<file path="config.mk">
export PLATFORM = sky130hd
export DESIGN_NAME = lcd_status_display
export DESIGN_NICKNAME = d
export VERILOG_FILES = /design/src/lcd_bus_pkg.sv /design/src/lock_screen_pkg.sv /design/src/lcd_step_timer.sv /design/src/screen_snapshot.sv /design/src/lcd_word_sequencer.sv /design/src/lcd_bus_driver.sv /design/src/lcd_status_display.sv
export SDC_FILE = /design/constraint.sdc
export NUM_CORES = 1
export LEC_CHECK = 0
export ABC_AREA = 1
export BUFFER_PORTS_ARGS = -buffer_cell sky130_fd_sc_hd__buf_2
export CAP_MARGIN = 20
export CORE_UTILIZATION = 50
export CTS_CLUSTER_SIZE = 24
export DETAILED_ROUTE_END_ITERATION = 10
export GPL_ROUTABILITY_DRIVEN = 0
export MAX_ROUTING_LAYER = met4
export PLACE_DENSITY = 0.69
export SLEW_MARGIN = 25
export SYNTH_ARGS = -nofsm -noshare
export SYNTH_HDL_FRONTEND = slang
export SYNTH_HIERARCHICAL = 1
export SYNTH_SLANG_ARGS = --single-unit
</file>
<file path="constraint.sdc">
create_clock -name clk -period 2.15 [get_ports clk]
set_clock_uncertainty 0.15 [all_clocks]
set_input_delay 0.43 -clock clk [delete_from_list [all_inputs] [get_ports clk]]
set_output_delay 0.43 -clock clk [all_outputs]
set_load 0.01 [all_outputs]
</file>
<file path="src/lcd_bus_pkg.sv">
package lcd_bus_pkg;

  ////////////////////////////////////////////////////////////////////
  // 4-bit LCD bus transfer types
  ////////////////////////////////////////////////////////////////////

  typedef logic [3:0] nibble_t;  // d7..d4 on the pins

  typedef struct packed {
    logic    rs;                   // 1 = data register
    logic    rw;                   // 1 = read, never strobed
    nibble_t data;
  } lcd_word_t;

  typedef struct packed {
    logic      e;                  // enable strobe
    lcd_word_t word;
  } lcd_pins_t;

  typedef logic [7:0] char_t;

  localparam char_t CHAR_SPACE = 8'h20;

  ////////////////////////////////////////////////////////////////////
  // command words, high nibble first
  ////////////////////////////////////////////////////////////////////

  localparam lcd_word_t FN_SET_W   = '{rs: 1'b0, rw: 1'b0, data: 4'h2};  // 4-bit mode
  localparam lcd_word_t DISP_ON_HI = '{rs: 1'b0, rw: 1'b0, data: 4'h0};
  localparam lcd_word_t DISP_ON_LO = '{rs: 1'b0, rw: 1'b0, data: 4'hC};  // display on, no cursor
  localparam lcd_word_t CLEAR_HI   = '{rs: 1'b0, rw: 1'b0, data: 4'h0};
  localparam lcd_word_t CLEAR_LO   = '{rs: 1'b0, rw: 1'b0, data: 4'h1};
  localparam lcd_word_t ENTRY_HI   = '{rs: 1'b0, rw: 1'b0, data: 4'h0};
  localparam lcd_word_t ENTRY_LO   = '{rs: 1'b0, rw: 1'b0, data: 4'h6};  // increment, no shift
  localparam lcd_word_t LINE2_HI   = '{rs: 1'b0, rw: 1'b0, data: 4'hC};  // ddram address 40h
  localparam lcd_word_t LINE2_LO   = '{rs: 1'b0, rw: 1'b0, data: 4'h0};

  // parked word between transfers
  localparam lcd_word_t IDLE_W     = '{rs: 1'b0, rw: 1'b1, data: 4'h0};

endpackage

</file>
<file path="src/lock_screen_pkg.sv">
package lock_screen_pkg;
  import lcd_bus_pkg::*;

  typedef enum logic [3:0] {
    INITIAL    = 4'd0,
    SET_PASS   = 4'd1,
    ENTER_PASS = 4'd2,
    CHECK_PASS = 4'd3,
    FAIL       = 4'd4,
    FREEZE     = 4'd5,
    SUCCESS    = 4'd6,
    OPEN_DOOR  = 4'd7,
    LOCK_DOOR  = 4'd8
  } lock_state_t;

  localparam int CODE_LEN  = 4;
  localparam int LINE1_LEN = 16;
  localparam int LINE2_LEN = 6;

  typedef struct packed {
    lock_state_t                state;
    char_t [CODE_LEN-1:0]       code;    // code[0] shown first
    char_t                      trials;
  } screen_ctx_t;

  ////////////////////////////////////////////////////////////////////
  // step numbering of the bus sequence
  ////////////////////////////////////////////////////////////////////

  typedef logic [5:0] step_t;
  typedef logic [1:0] phase_t;

  localparam int    FRAME_STEPS       = 50;
  localparam step_t STEP_POWERUP_LAST = 6'd4;
  localparam step_t STEP_FRAME_FIRST  = STEP_POWERUP_LAST + 6'd1;
  localparam step_t STEP_FRAME_LAST   = step_t'(STEP_FRAME_FIRST + FRAME_STEPS - 1);

  // first-line text, leftmost character in the top byte
  typedef logic [8*LINE1_LEN-1:0] line1_t;

  localparam line1_t TXT_INITIAL = "INITIAL         ";
  localparam line1_t TXT_SET     = "SET PASS        ";
  localparam line1_t TXT_ENTER   = "NHAP MAT KHAU   ";
  localparam line1_t TXT_CHECK   = "CHECK PASS      ";
  localparam line1_t TXT_FAIL    = "SAI MAT KHAU    ";
  localparam line1_t TXT_FREEZE  = "FREEZE          ";
  localparam line1_t TXT_SUCCESS = "DUNG MAT KHAU   ";
  localparam line1_t TXT_OPEN    = "CUA MO          ";
  localparam line1_t TXT_LOCK    = "CUA DONG        ";
  localparam line1_t TXT_BLANK   = {LINE1_LEN{CHAR_SPACE}};

  function automatic char_t line1_char(lock_state_t st, logic [3:0] pos);
    line1_t txt;
    case (st)
      INITIAL:    txt = TXT_INITIAL;
      SET_PASS:   txt = TXT_SET;
      ENTER_PASS: txt = TXT_ENTER;
      CHECK_PASS: txt = TXT_CHECK;
      FAIL:       txt = TXT_FAIL;
      FREEZE:     txt = TXT_FREEZE;
      SUCCESS:    txt = TXT_SUCCESS;
      OPEN_DOOR:  txt = TXT_OPEN;
      LOCK_DOOR:  txt = TXT_LOCK;
      default:    txt = TXT_BLANK;  // undefined states
    endcase
    return txt[8*(LINE1_LEN-1-int'(pos)) +: 8];
  endfunction

endpackage

</file>
<file path="src/lcd_step_timer.sv">
module lcd_step_timer
  import lock_screen_pkg::*;
#(
  parameter int STEP_SHIFT = 17
) (
  input  logic   clk,
  input  logic   i_rst_n,
  output step_t  o_step,
  output phase_t o_phase,
  output logic   o_frame_start
);

  localparam int SUB_W = STEP_SHIFT + 2;  // phase bits on top

  logic [SUB_W-1:0] sub_cnt;
  step_t            step_q;
  logic             frame_start_q;
  logic             step_end;

  assign step_end = &sub_cnt;  // last clock of phase 3

  always_ff @(posedge clk) begin
    if (!i_rst_n) begin
      sub_cnt       <= '0;
      step_q        <= '0;
      frame_start_q <= 1'b0;
    end else begin
      sub_cnt       <= sub_cnt + 1'b1;
      // next step is the frame start, from power-up or from wrap
      frame_start_q <= step_end &&
                       (step_q == STEP_POWERUP_LAST || step_q == STEP_FRAME_LAST);
      if (step_end) begin
        if (step_q == STEP_FRAME_LAST)
          step_q <= STEP_FRAME_FIRST;  // power-up steps never recur
        else
          step_q <= step_q + 1'b1;
      end
    end
  end

  assign o_step        = step_q;
  assign o_phase       = sub_cnt[SUB_W-1 -: 2];
  assign o_frame_start = frame_start_q;

endmodule

</file>
<file path="src/screen_snapshot.sv">
module screen_snapshot
  import lcd_bus_pkg::*;
  import lock_screen_pkg::*;
(
  input  logic        clk,
  input  logic        i_rst_n,
  input  logic        i_frame_start,
  input  screen_ctx_t i_ctx,
  output screen_ctx_t o_ctx
);

  localparam screen_ctx_t CTX_RESET = '{
    state:  INITIAL,
    code:   {CODE_LEN{CHAR_SPACE}},
    trials: CHAR_SPACE
  };

  screen_ctx_t ctx_q;

  // one capture per frame keeps state and characters consistent
  always_ff @(posedge clk) begin
    if (!i_rst_n)
      ctx_q <= CTX_RESET;
    else if (i_frame_start)
      ctx_q <= i_ctx;
  end

  assign o_ctx = ctx_q;

endmodule

</file>
<file path="src/lcd_word_sequencer.sv">
module lcd_word_sequencer
  import lcd_bus_pkg::*;
  import lock_screen_pkg::*;
(
  input  logic        clk,
  input  logic        i_rst_n,
  input  step_t       i_step,
  input  screen_ctx_t i_ctx,
  output lcd_word_t   o_word
);

  //////////////////////////////////////////////////////////////////////
  // frame layout, derived from the frame start
  //////////////////////////////////////////////////////////////////////

  localparam step_t STEP_CLEAR     = STEP_FRAME_FIRST;
  localparam step_t STEP_ENTRY     = STEP_CLEAR + 6'd2;
  localparam step_t STEP_LINE1     = STEP_ENTRY + 6'd2;
  localparam step_t STEP_LINE2_CMD = step_t'(STEP_LINE1 + 2*LINE1_LEN);
  localparam step_t STEP_LINE2     = STEP_LINE2_CMD + 6'd2;

  function automatic lcd_word_t char_word(char_t c, logic lo);
    lcd_word_t w;
    w.rs   = 1'b1;
    w.rw   = 1'b0;
    w.data = lo ? c[3:0] : c[7:4];  // high nibble goes first
    return w;
  endfunction

  step_t     l1_off;
  step_t     l2_off;
  char_t     l1_chr;
  char_t     l2_chr;
  lcd_word_t word_d;
  lcd_word_t word_q;

  //////////////////////////////////////////////////////////////////////
  // character selection
  //////////////////////////////////////////////////////////////////////

  always_comb begin
    l1_off = i_step - STEP_LINE1;
    l2_off = i_step - STEP_LINE2;
    l1_chr = line1_char(i_ctx.state, l1_off[4:1]);

    l2_chr = CHAR_SPACE;
    case (i_ctx.state)
      SET_PASS, ENTER_PASS: begin
        if (l2_off[3:1] < CODE_LEN)
          l2_chr = i_ctx.code[l2_off[2:1]];  // entered code
      end
      FAIL: begin
        if (l2_off[3:1] == 3'd0)
          l2_chr = i_ctx.trials;
      end
      default: l2_chr = CHAR_SPACE;
    endcase
  end

  //////////////////////////////////////////////////////////////////////
  // step to word
  //////////////////////////////////////////////////////////////////////

  always_comb begin
    case (i_step)
      6'd0, 6'd1:         word_d = FN_SET_W;
      6'd2:               word_d = DISP_ON_LO;  // low half of function set, same code
      6'd3:               word_d = DISP_ON_HI;
      6'd4:               word_d = DISP_ON_LO;
      STEP_CLEAR:         word_d = CLEAR_HI;
      STEP_CLEAR + 6'd1:  word_d = CLEAR_LO;
      STEP_ENTRY:         word_d = ENTRY_HI;
      STEP_ENTRY + 6'd1:  word_d = ENTRY_LO;
      STEP_LINE2_CMD:     word_d = LINE2_HI;
      STEP_LINE2_CMD + 6'd1: word_d = LINE2_LO;
      default: begin
        if (i_step >= STEP_LINE1 && i_step < STEP_LINE2_CMD)
          word_d = char_word(l1_chr, l1_off[0]);
        else if (i_step >= STEP_LINE2 && i_step <= STEP_FRAME_LAST)
          word_d = char_word(l2_chr, l2_off[0]);
        else
          word_d = IDLE_W;  // unreachable steps
      end
    endcase
  end

  always_ff @(posedge clk) begin
    if (!i_rst_n)
      word_q <= IDLE_W;
    else
      word_q <= word_d;
  end

  assign o_word = word_q;

endmodule

</file>
<file path="src/lcd_bus_driver.sv">
module lcd_bus_driver
  import lcd_bus_pkg::*;
  import lock_screen_pkg::*;
(
  input  logic      clk,
  input  logic      i_rst_n,
  input  phase_t    i_phase,
  input  lcd_word_t i_word,
  output lcd_pins_t o_lcd
);

  logic      stb_q;  // one stage, matches the word register
  lcd_pins_t pins_q;

  always_ff @(posedge clk) begin
    if (!i_rst_n) begin
      stb_q  <= 1'b0;
      pins_q <= '{e: 1'b0, word: IDLE_W};
    end else begin
      stb_q  <= ^i_phase;  // high in phases 1 and 2
      pins_q <= '{e: stb_q, word: i_word};
    end
  end

  assign o_lcd = pins_q;

endmodule

</file>
<file path="src/lcd_status_display.sv">
module lcd_status_display
  import lcd_bus_pkg::*;
  import lock_screen_pkg::*;
#(
  parameter int STEP_SHIFT = 17  // 2^STEP_SHIFT clocks per phase
) (
  input  logic        clk,
  input  logic        i_rst_n,
  input  screen_ctx_t i_ctx,
  output lcd_pins_t   o_lcd
);

  step_t       step;
  phase_t      phase;
  logic        frame_start;
  screen_ctx_t snap_ctx;
  lcd_word_t   word;

  lcd_step_timer #(
    .STEP_SHIFT (STEP_SHIFT)
  ) u_timer (
    .clk           (clk),
    .i_rst_n       (i_rst_n),
    .o_step        (step),
    .o_phase       (phase),
    .o_frame_start (frame_start)
  );

  screen_snapshot u_snapshot (
    .clk           (clk),
    .i_rst_n       (i_rst_n),
    .i_frame_start (frame_start),
    .i_ctx         (i_ctx),
    .o_ctx         (snap_ctx)
  );

  lcd_word_sequencer u_sequencer (
    .clk     (clk),
    .i_rst_n (i_rst_n),
    .i_step  (step),
    .i_ctx   (snap_ctx),
    .o_word  (word)
  );

  lcd_bus_driver u_driver (
    .clk     (clk),
    .i_rst_n (i_rst_n),
    .i_phase (phase),
    .i_word  (word),
    .o_lcd   (o_lcd)
  );

endmodule

</file>
# After elaboration in Yosys (flattened, before gate mapping)
# Memory sizes are Yosys's and may differ from the RTL's. A register that Yosys moved wholly into a read port is not among the register bits.
# Index checks and enable logic that the tools add are counted.
# W data, S select, Z words.
[totals]
ff_bits = 84
rom_bits = 1264
inputBits = 46
out_inout_bits = 7
wordCells = 69
memories = 1
[mem_list]
columns = ["memory", "depth", "word_bits", "read_ports", "rd_clocked_by_memory_dff", "wr", "line", "text"]
rows = [
  ["(no name shown)", 16, 79, 1, 1, 0, "lock_screen_pkg.sv:54", "case (st)"],
]
[op_classes]
addsub = 5
n_lt_le_gt_ge = 6
n_eq_ne = 14
n_shift = 1
muxes = 13
reduce_logical = 12
[ops]
columns = ["cell", "n"]
rows = [
  ["$shiftx A128 B32 Y8", 1],
  ["$pmux W6 S5", 1],
  ["$eq A6 B3 Y1 const B", 4],
  ["$mux W8", 3],
  ["$add A19 B1 Y19 const B", 1],
  ["$reduce_and A19 Y1", 1],
  ["$eq A6 B6 Y1 const B", 3],
  ["$mux W6", 3],
  ["$bmux W8 S2", 1],
  ["$mux W4", 4],
  ["$pmux W8 S2", 1],
  ["$eq A6 B2 Y1 const B", 2],
  ["$add A6 B1 Y6 const B", 1],
  ["$eq A6 B1 Y1 const B", 1],
  ["$eq A6 B4 Y1 const B", 1],
  ["$ge A6 B4 Y1 const B", 1],
  ["$ge A6 B6 Y1 const B", 1],
  ["$le A6 B6 Y1 const B", 1],
  ["$logic_not A6 Y1", 1],
  ["$lt A6 B6 Y1 const B", 1],
  ["$sub A4 B4 Y5 const A", 1],
  ["$sub A5 B4 Y5 const B", 1],
  ["$eq A4 B1 Y1 const B", 1],
  ["$eq A4 B2 Y1 const B", 1],
  ["other kinds (11)", 14],
]

# Depth between registers and ports, before layout
[depth]
depth_word = 9
mapped_depth = 19
mapped_depth_nobuf = 18

# Modules after synthesis
# Netlist, hierarchy kept.
[by_module_without_submodules]
columns = ["module", "n_inst", "cells_each", "area_per_inst_um2", "seq_area_each_um2"]
rows = [
  ["lcd_word_sequencer", 1, 421, 2160.8, 120.1],
  ["screen_snapshot", 1, 269, 1759.2, 880.8],
  ["lcd_step_timer", 1, 188, 1393.8, 520.5],
  ["lcd_bus_driver", 1, 27, 232.7, 160.2],
]

# Worst setup path after synthesis
# No wires, ideal clock.
[synth_path]
path_type = "flip-flop to flip-flop"
start = "register u_timer.step_q[0] (netlist: u_timer/o_step[0])"
end = "register u_sequencer.word_q (netlist bit u_sequencer/o_word[0])"
setup_time_ns = 0.112
t_arrival_ns = 2.089
required_ns = 1.888
slack_ns = -0.201
path_stages_with_launch = 16
n_path_buf = 3
synth_period_minus_slack_ns = 2.351
cell_sequence = "dfxtp_1 inv_1 buf_6 ha_1 inv_1 buf_2 buf_2 o21ai_0 nand3_1 nand3_1 a21oi_1 nand2_1 nand2_1 nand2_1 nand2_1 nand2_1"
[synth_via]
elab_chain_len = 9
elab_cells_between_ends = 36
cone_classes = "3 x add/sub; 5 x order compare; 10 x eq/ne; 1 x shift; 10 x mux; 7 x reduce/logical"
[synth_rtl]
columns = ["element", "line", "text"]
rows = [
  ["start, declared", "lcd_step_timer.sv:16", "step_t step_q;"],
  ["start signal, assigned", "lcd_step_timer.sv:36", "step_q <= step_q + 1'b1;"],
  ["branches (longest 8 deep; another with $sub A5 B4 Y5)", "-", ""],
  ["$pmux W6 S5 *", "lcd_word_sequencer.sv:65", "case (i_step)"],
  ["end signal, assigned", "lcd_word_sequencer.sv:91", "word_q <= word_d;"],
  ["end, declared", "lcd_word_sequencer.sv:35", "lcd_word_t word_q;"],
]
# Every way passes the cells marked *. The select of a mux whose other input is x is not followed.
# A chain may end at the register's enable or synchronous reset.

# Worst setup path in the final report
[layout_path]
start = "register u_timer.step_q[1] (netlist: u_timer/o_step[1])"
end = "register u_sequencer.word_q (netlist bit u_sequencer/o_word[2])"
# Same word-level chain as after synthesis.

==> impl_metrics.json <==
{
  "top_usage_layer_grt": "met2",
  "worstHoldStart": "i_ctx[29]",
  "antenna_violating_nets_post_route": 0,
  "port_buffers": 52,
  "total_routing_resource_utilization_after_global_routing": 0.2405,
  "cells_on_worst_reg2reg_path": 16,
  "worst_slew_margin_rel": 0.6507,
  "insertion_delay_ns": 0.36,
  "fp.dieW_um": 107.3,
  "power.leakage_uw": 0.003203,
  "final-instance-count-excl-fill": 1125,
  "top_level_port_count": 53,
  "rsz0062_at_grt": "yes",
  "setup-violations-final": 0,
  "placement.setup.worst_slack_ns": -0.01281,
  "clockRootBuffer": "sky130_fd_sc_hd__clkbuf_8",
  "start_util": 0.5117,
  "grt_antenna_before_repair": 0,
  "global_route.usage.met1": 0.3159,
  "drt_first_iter_violations": 463,
  "layout.filler_cells": 1042,
  "drive_above_1_share": 0.2203,
  "hold_path_end": "u_snapshot/o_ctx[29]$_SDFFE_PN1P_",
  "ys_seq_area_frac": 0.3032,
  "antenna_cells_inserted": 0,
  "clk_pin_slew_worst_paths_ns": 0.09,
  "timing.reg2reg.setup_slack_ns": 0.06,
  "global_route.usage.met3": 0.03995,
  "clock_sinks": 84,
  "yosys_warnings": 6,
  "finalSetupTns_ns": 0,
  "place_inst": 1100,
  "critical_path_required_ns": 2.29,
  "grt_first_pass_wirelength_um": 21900,
  "clockBufferDepth": 2,
  "final_critical_path_setup_slack_ns": 0.05944,
  "globalRoute.totalOverflow": 0,
  "design.die.area_um2": 11520,
  "layout.area.seq_um2": 1694,
  "start_kind": "flip-flop",
  "yosysUniqueCellTypes": 42,
  "achievable-frequency_mhz": 478.3,
  "totalWireLength_um": 13410,
  "detailedPlacementHpwl_um": 9530,
  "whs_path_depth": 3,
  "routedWlPerCell_um": 11.92,
  "layout.cells.most_common_list": "sky130_fd_sc_hd__nand2_1 (276), sky130_fd_sc_hd__nor2_1 (141), sky130_fd_sc_hd__inv_1 (95)",
  "syn_to_final_growth_pct": 20.32,
  "postSynthNetCount": 967,
  "clock_tree_from_tritoncts": "yes",
  "globalRouteMet2Util": 0.3714,
  "post-route-drc-count": 1,
  "post_route_clock_period_utilization": 0.9724,
  "hold-worst-slack_ns": 0.1283,
  "r2r-start": "u_timer/o_step[1]$_SDFFE_PN0P_",
  "grt_pass1_vias": 4999,
  "max-cap-violations": 0,
  "worst_setup_path_end_kind": "flip-flop",
  "critical_path.reg2reg.endpoint": "u_sequencer/o_word[2]$_SDFF_PN0_",
  "post-route-util": 0.6157,
  "violations": "DRC",
  "first_pass_iters": 8,
  "finish.net_count": 1042,
  "slew_viol_final": 0,
  "cts_inserted_buffers": 9,
  "syn-cell-area_um2": 5547,
  "rows": 38,
  "routed_via_density": 5.005,
  "vdd.ir_drop.worst_mv": 0.3531,
  "worst_slew_pin_slew_ns": 0.5233,
  "critical_setup_path_kind": "flip-flop to flip-flop",
  "core_region_area_um2": 10840,
  "hold_path_class": "input pin to flip-flop",
  "multiInputGateArea_um2": 3436,
  "die_height_um": 107.3,
  "critical_path_arrival_ns": 2.24,
  "power-per-cell-area_nw_per_um2": 415.0,
  "min_period_ns": 2.091,
  "synth-seq-cells": 84,
  "outcome": "finished, violations left",
  "timing.critical_path.fanout_max": 8,
  "layout_commonest_cell": "sky130_fd_sc_hd__nand2_1",
  "h-tree-depth": 3,
  "postSynthAreaPerCell_um2": 6.129,
  "finalHoldViolCount": 0,
  "synth_cells": 905,
  "grt_max_degree": 45,
  "detailroute.via_count": 5631
}
[critical path, stage by stage (launching register included)]
cell                        delay [ns]
sky130_fd_sc_hd__dfxtp_4          0.37
sky130_fd_sc_hd__inv_4            0.05
sky130_fd_sc_hd__ha_4             0.30
sky130_fd_sc_hd__inv_6            0.10
sky130_fd_sc_hd__clkbuf_16        0.15
sky130_fd_sc_hd__nand2_1          0.05
sky130_fd_sc_hd__nand2_1          0.05
sky130_fd_sc_hd__nand2_1          0.06
sky130_fd_sc_hd__nand2_1          0.06
sky130_fd_sc_hd__nand2_1          0.04
sky130_fd_sc_hd__nand2_1          0.08
sky130_fd_sc_hd__nand2_2          0.07
sky130_fd_sc_hd__a21oi_4          0.20
sky130_fd_sc_hd__a21oi_2          0.04
sky130_fd_sc_hd__nand2_1          0.06
sky130_fd_sc_hd__nand2_1          0.06
sky130_fd_sc_hd__a21oi_2          0.13
[cell usage after synthesis, drive strengths merged]
cell | instances | area [um2]
nor2 | 161 | 688.1
and3 | 1 | 6.260
o21a | 1 | 7.510
a31oi | 2 | 12.51
o221ai | 2 | 17.52
o211ai | 3 | 22.52
nand3 | 87 | 462.9
a211oi | 2 | 15.01
o211a | 1 | 10.01
ha | 16 | 200.2
xnor2 | 4 | 42.55
mux2i | 3 | 30.03
nor3b | 2 | 15.01
xor2 | 5 | 51.30
nor3 | 11 | 75.07
clkbuf | 2 | 7.510
buf | 35 | 235.2
a21oi | 32 | 163.9
o21ai | 34 | 173.9
inv | 111 | 419.2
nand2 | 299 | 1165
nand4 | 6 | 37.54
dfxtp | 84 | 1682
or2 | 1 | 6.260
[final cells by class]
type | count | area share
clock inverters | 4 | 0.004499
repair buffers | 101 | 0.1100
flip-flops and latches | 84 | 0.2538
multi-input cells | 673 | 0.5148
inverters | 111 | 0.06580
clock buffers | 12 | 0.02475
well taps | 140 | 0.02625
[logic make-up (layout without fill, tap and decap cells)]
| kind of cell | after synthesis | in the layout | share of synthesized area |
|---|---|---|---|
| AO/OA/AOI/OAI | 77 | 77 | 0.07625 |
| AND/OR/NAND/NOR | 568 | 568 | 0.4428 |
| buffers and inverters | 148 | 228 | 0.1193 |
| flip-flops | 84 | 84 | 0.3032 |
| multiplexers | 3 | 3 | 0.005414 |
| XOR/XNOR | 9 | 9 | 0.01692 |
| adder cells (fa/ha/maj) | 16 | 16 | 0.03609 |
[sequential cells by signal, indices dropped and copies added, names as in the netlist]
name,cells
u_snapshot/o_ctx,44
u_timer/sub_cnt,19
u_driver/o_lcd,7
u_sequencer/o_word,6
u_timer/o_step,6
u_driver/stb_q,1
u_timer/o_frame_start,1
[repair_timing]
action	4_1_cts	5_1_grt
hold endpoints to repair	0	0
setup buffers	0	7
resized for setup	2	89
hold buffers	0	0
pin swaps	1	34
cloned	0	2
setup endpoints to repair	2	4
[metal layers]
metal  vias to the layer above  wire [um]
li1                       2967          -
met1                      2426       6466
met2                       203       5906
met3                        35        749
met4                         0        283
met5                         -          0
[report_power, final]
part	switching, uW	leakage, uW	total, uW	internal [uW]
Sequential	4.71	0.000682	1560	1560
Combinational	63.9	0.00242	118	54.5
Clock	568	0.0000990	1090	519
[worst max path at each step]
stage	end	depth (start not counted)	slack (ns)	from
6_report	u_sequencer/o_word[2]$_SDFF_PN0_	16	0.06	u_timer/o_step[1]$_SDFFE_PN0P_
5_1_grt	u_sequencer/o_word[1]$_SDFF_PN0_	13	-0.05	u_snapshot/o_ctx[41]$_SDFFE_PN0P_
4_1_cts	u_sequencer/o_word[2]$_SDFF_PN0_	19	0.002	u_timer/o_step[0]$_SDFFE_PN0P_
3_5_place_dp	u_sequencer/o_word[0]$_SDFF_PN0_	16	-0.01	u_snapshot/o_ctx[41]$_SDFFE_PN0P_
3_3_place_gp	u_sequencer/o_word[0]$_SDFF_PN0_	16	-0.007	u_snapshot/o_ctx[41]$_SDFFE_PN0P_
2_1_floorplan	u_sequencer/o_word[0]$_SDFF_PN0_	17	0.09	u_snapshot/o_ctx[40]$_SDFFE_PN0P_
[stage by stage]
step           area, um2  power, uW
6_report            6674       2770
5_1_grt             6674       2898
4_1_cts             6284       2801
3_5_place_dp        6083       1723
3_3_place_gp        6083       1722
2_1_floorplan       5569       1667
Power figures use the tool's default switching activity.
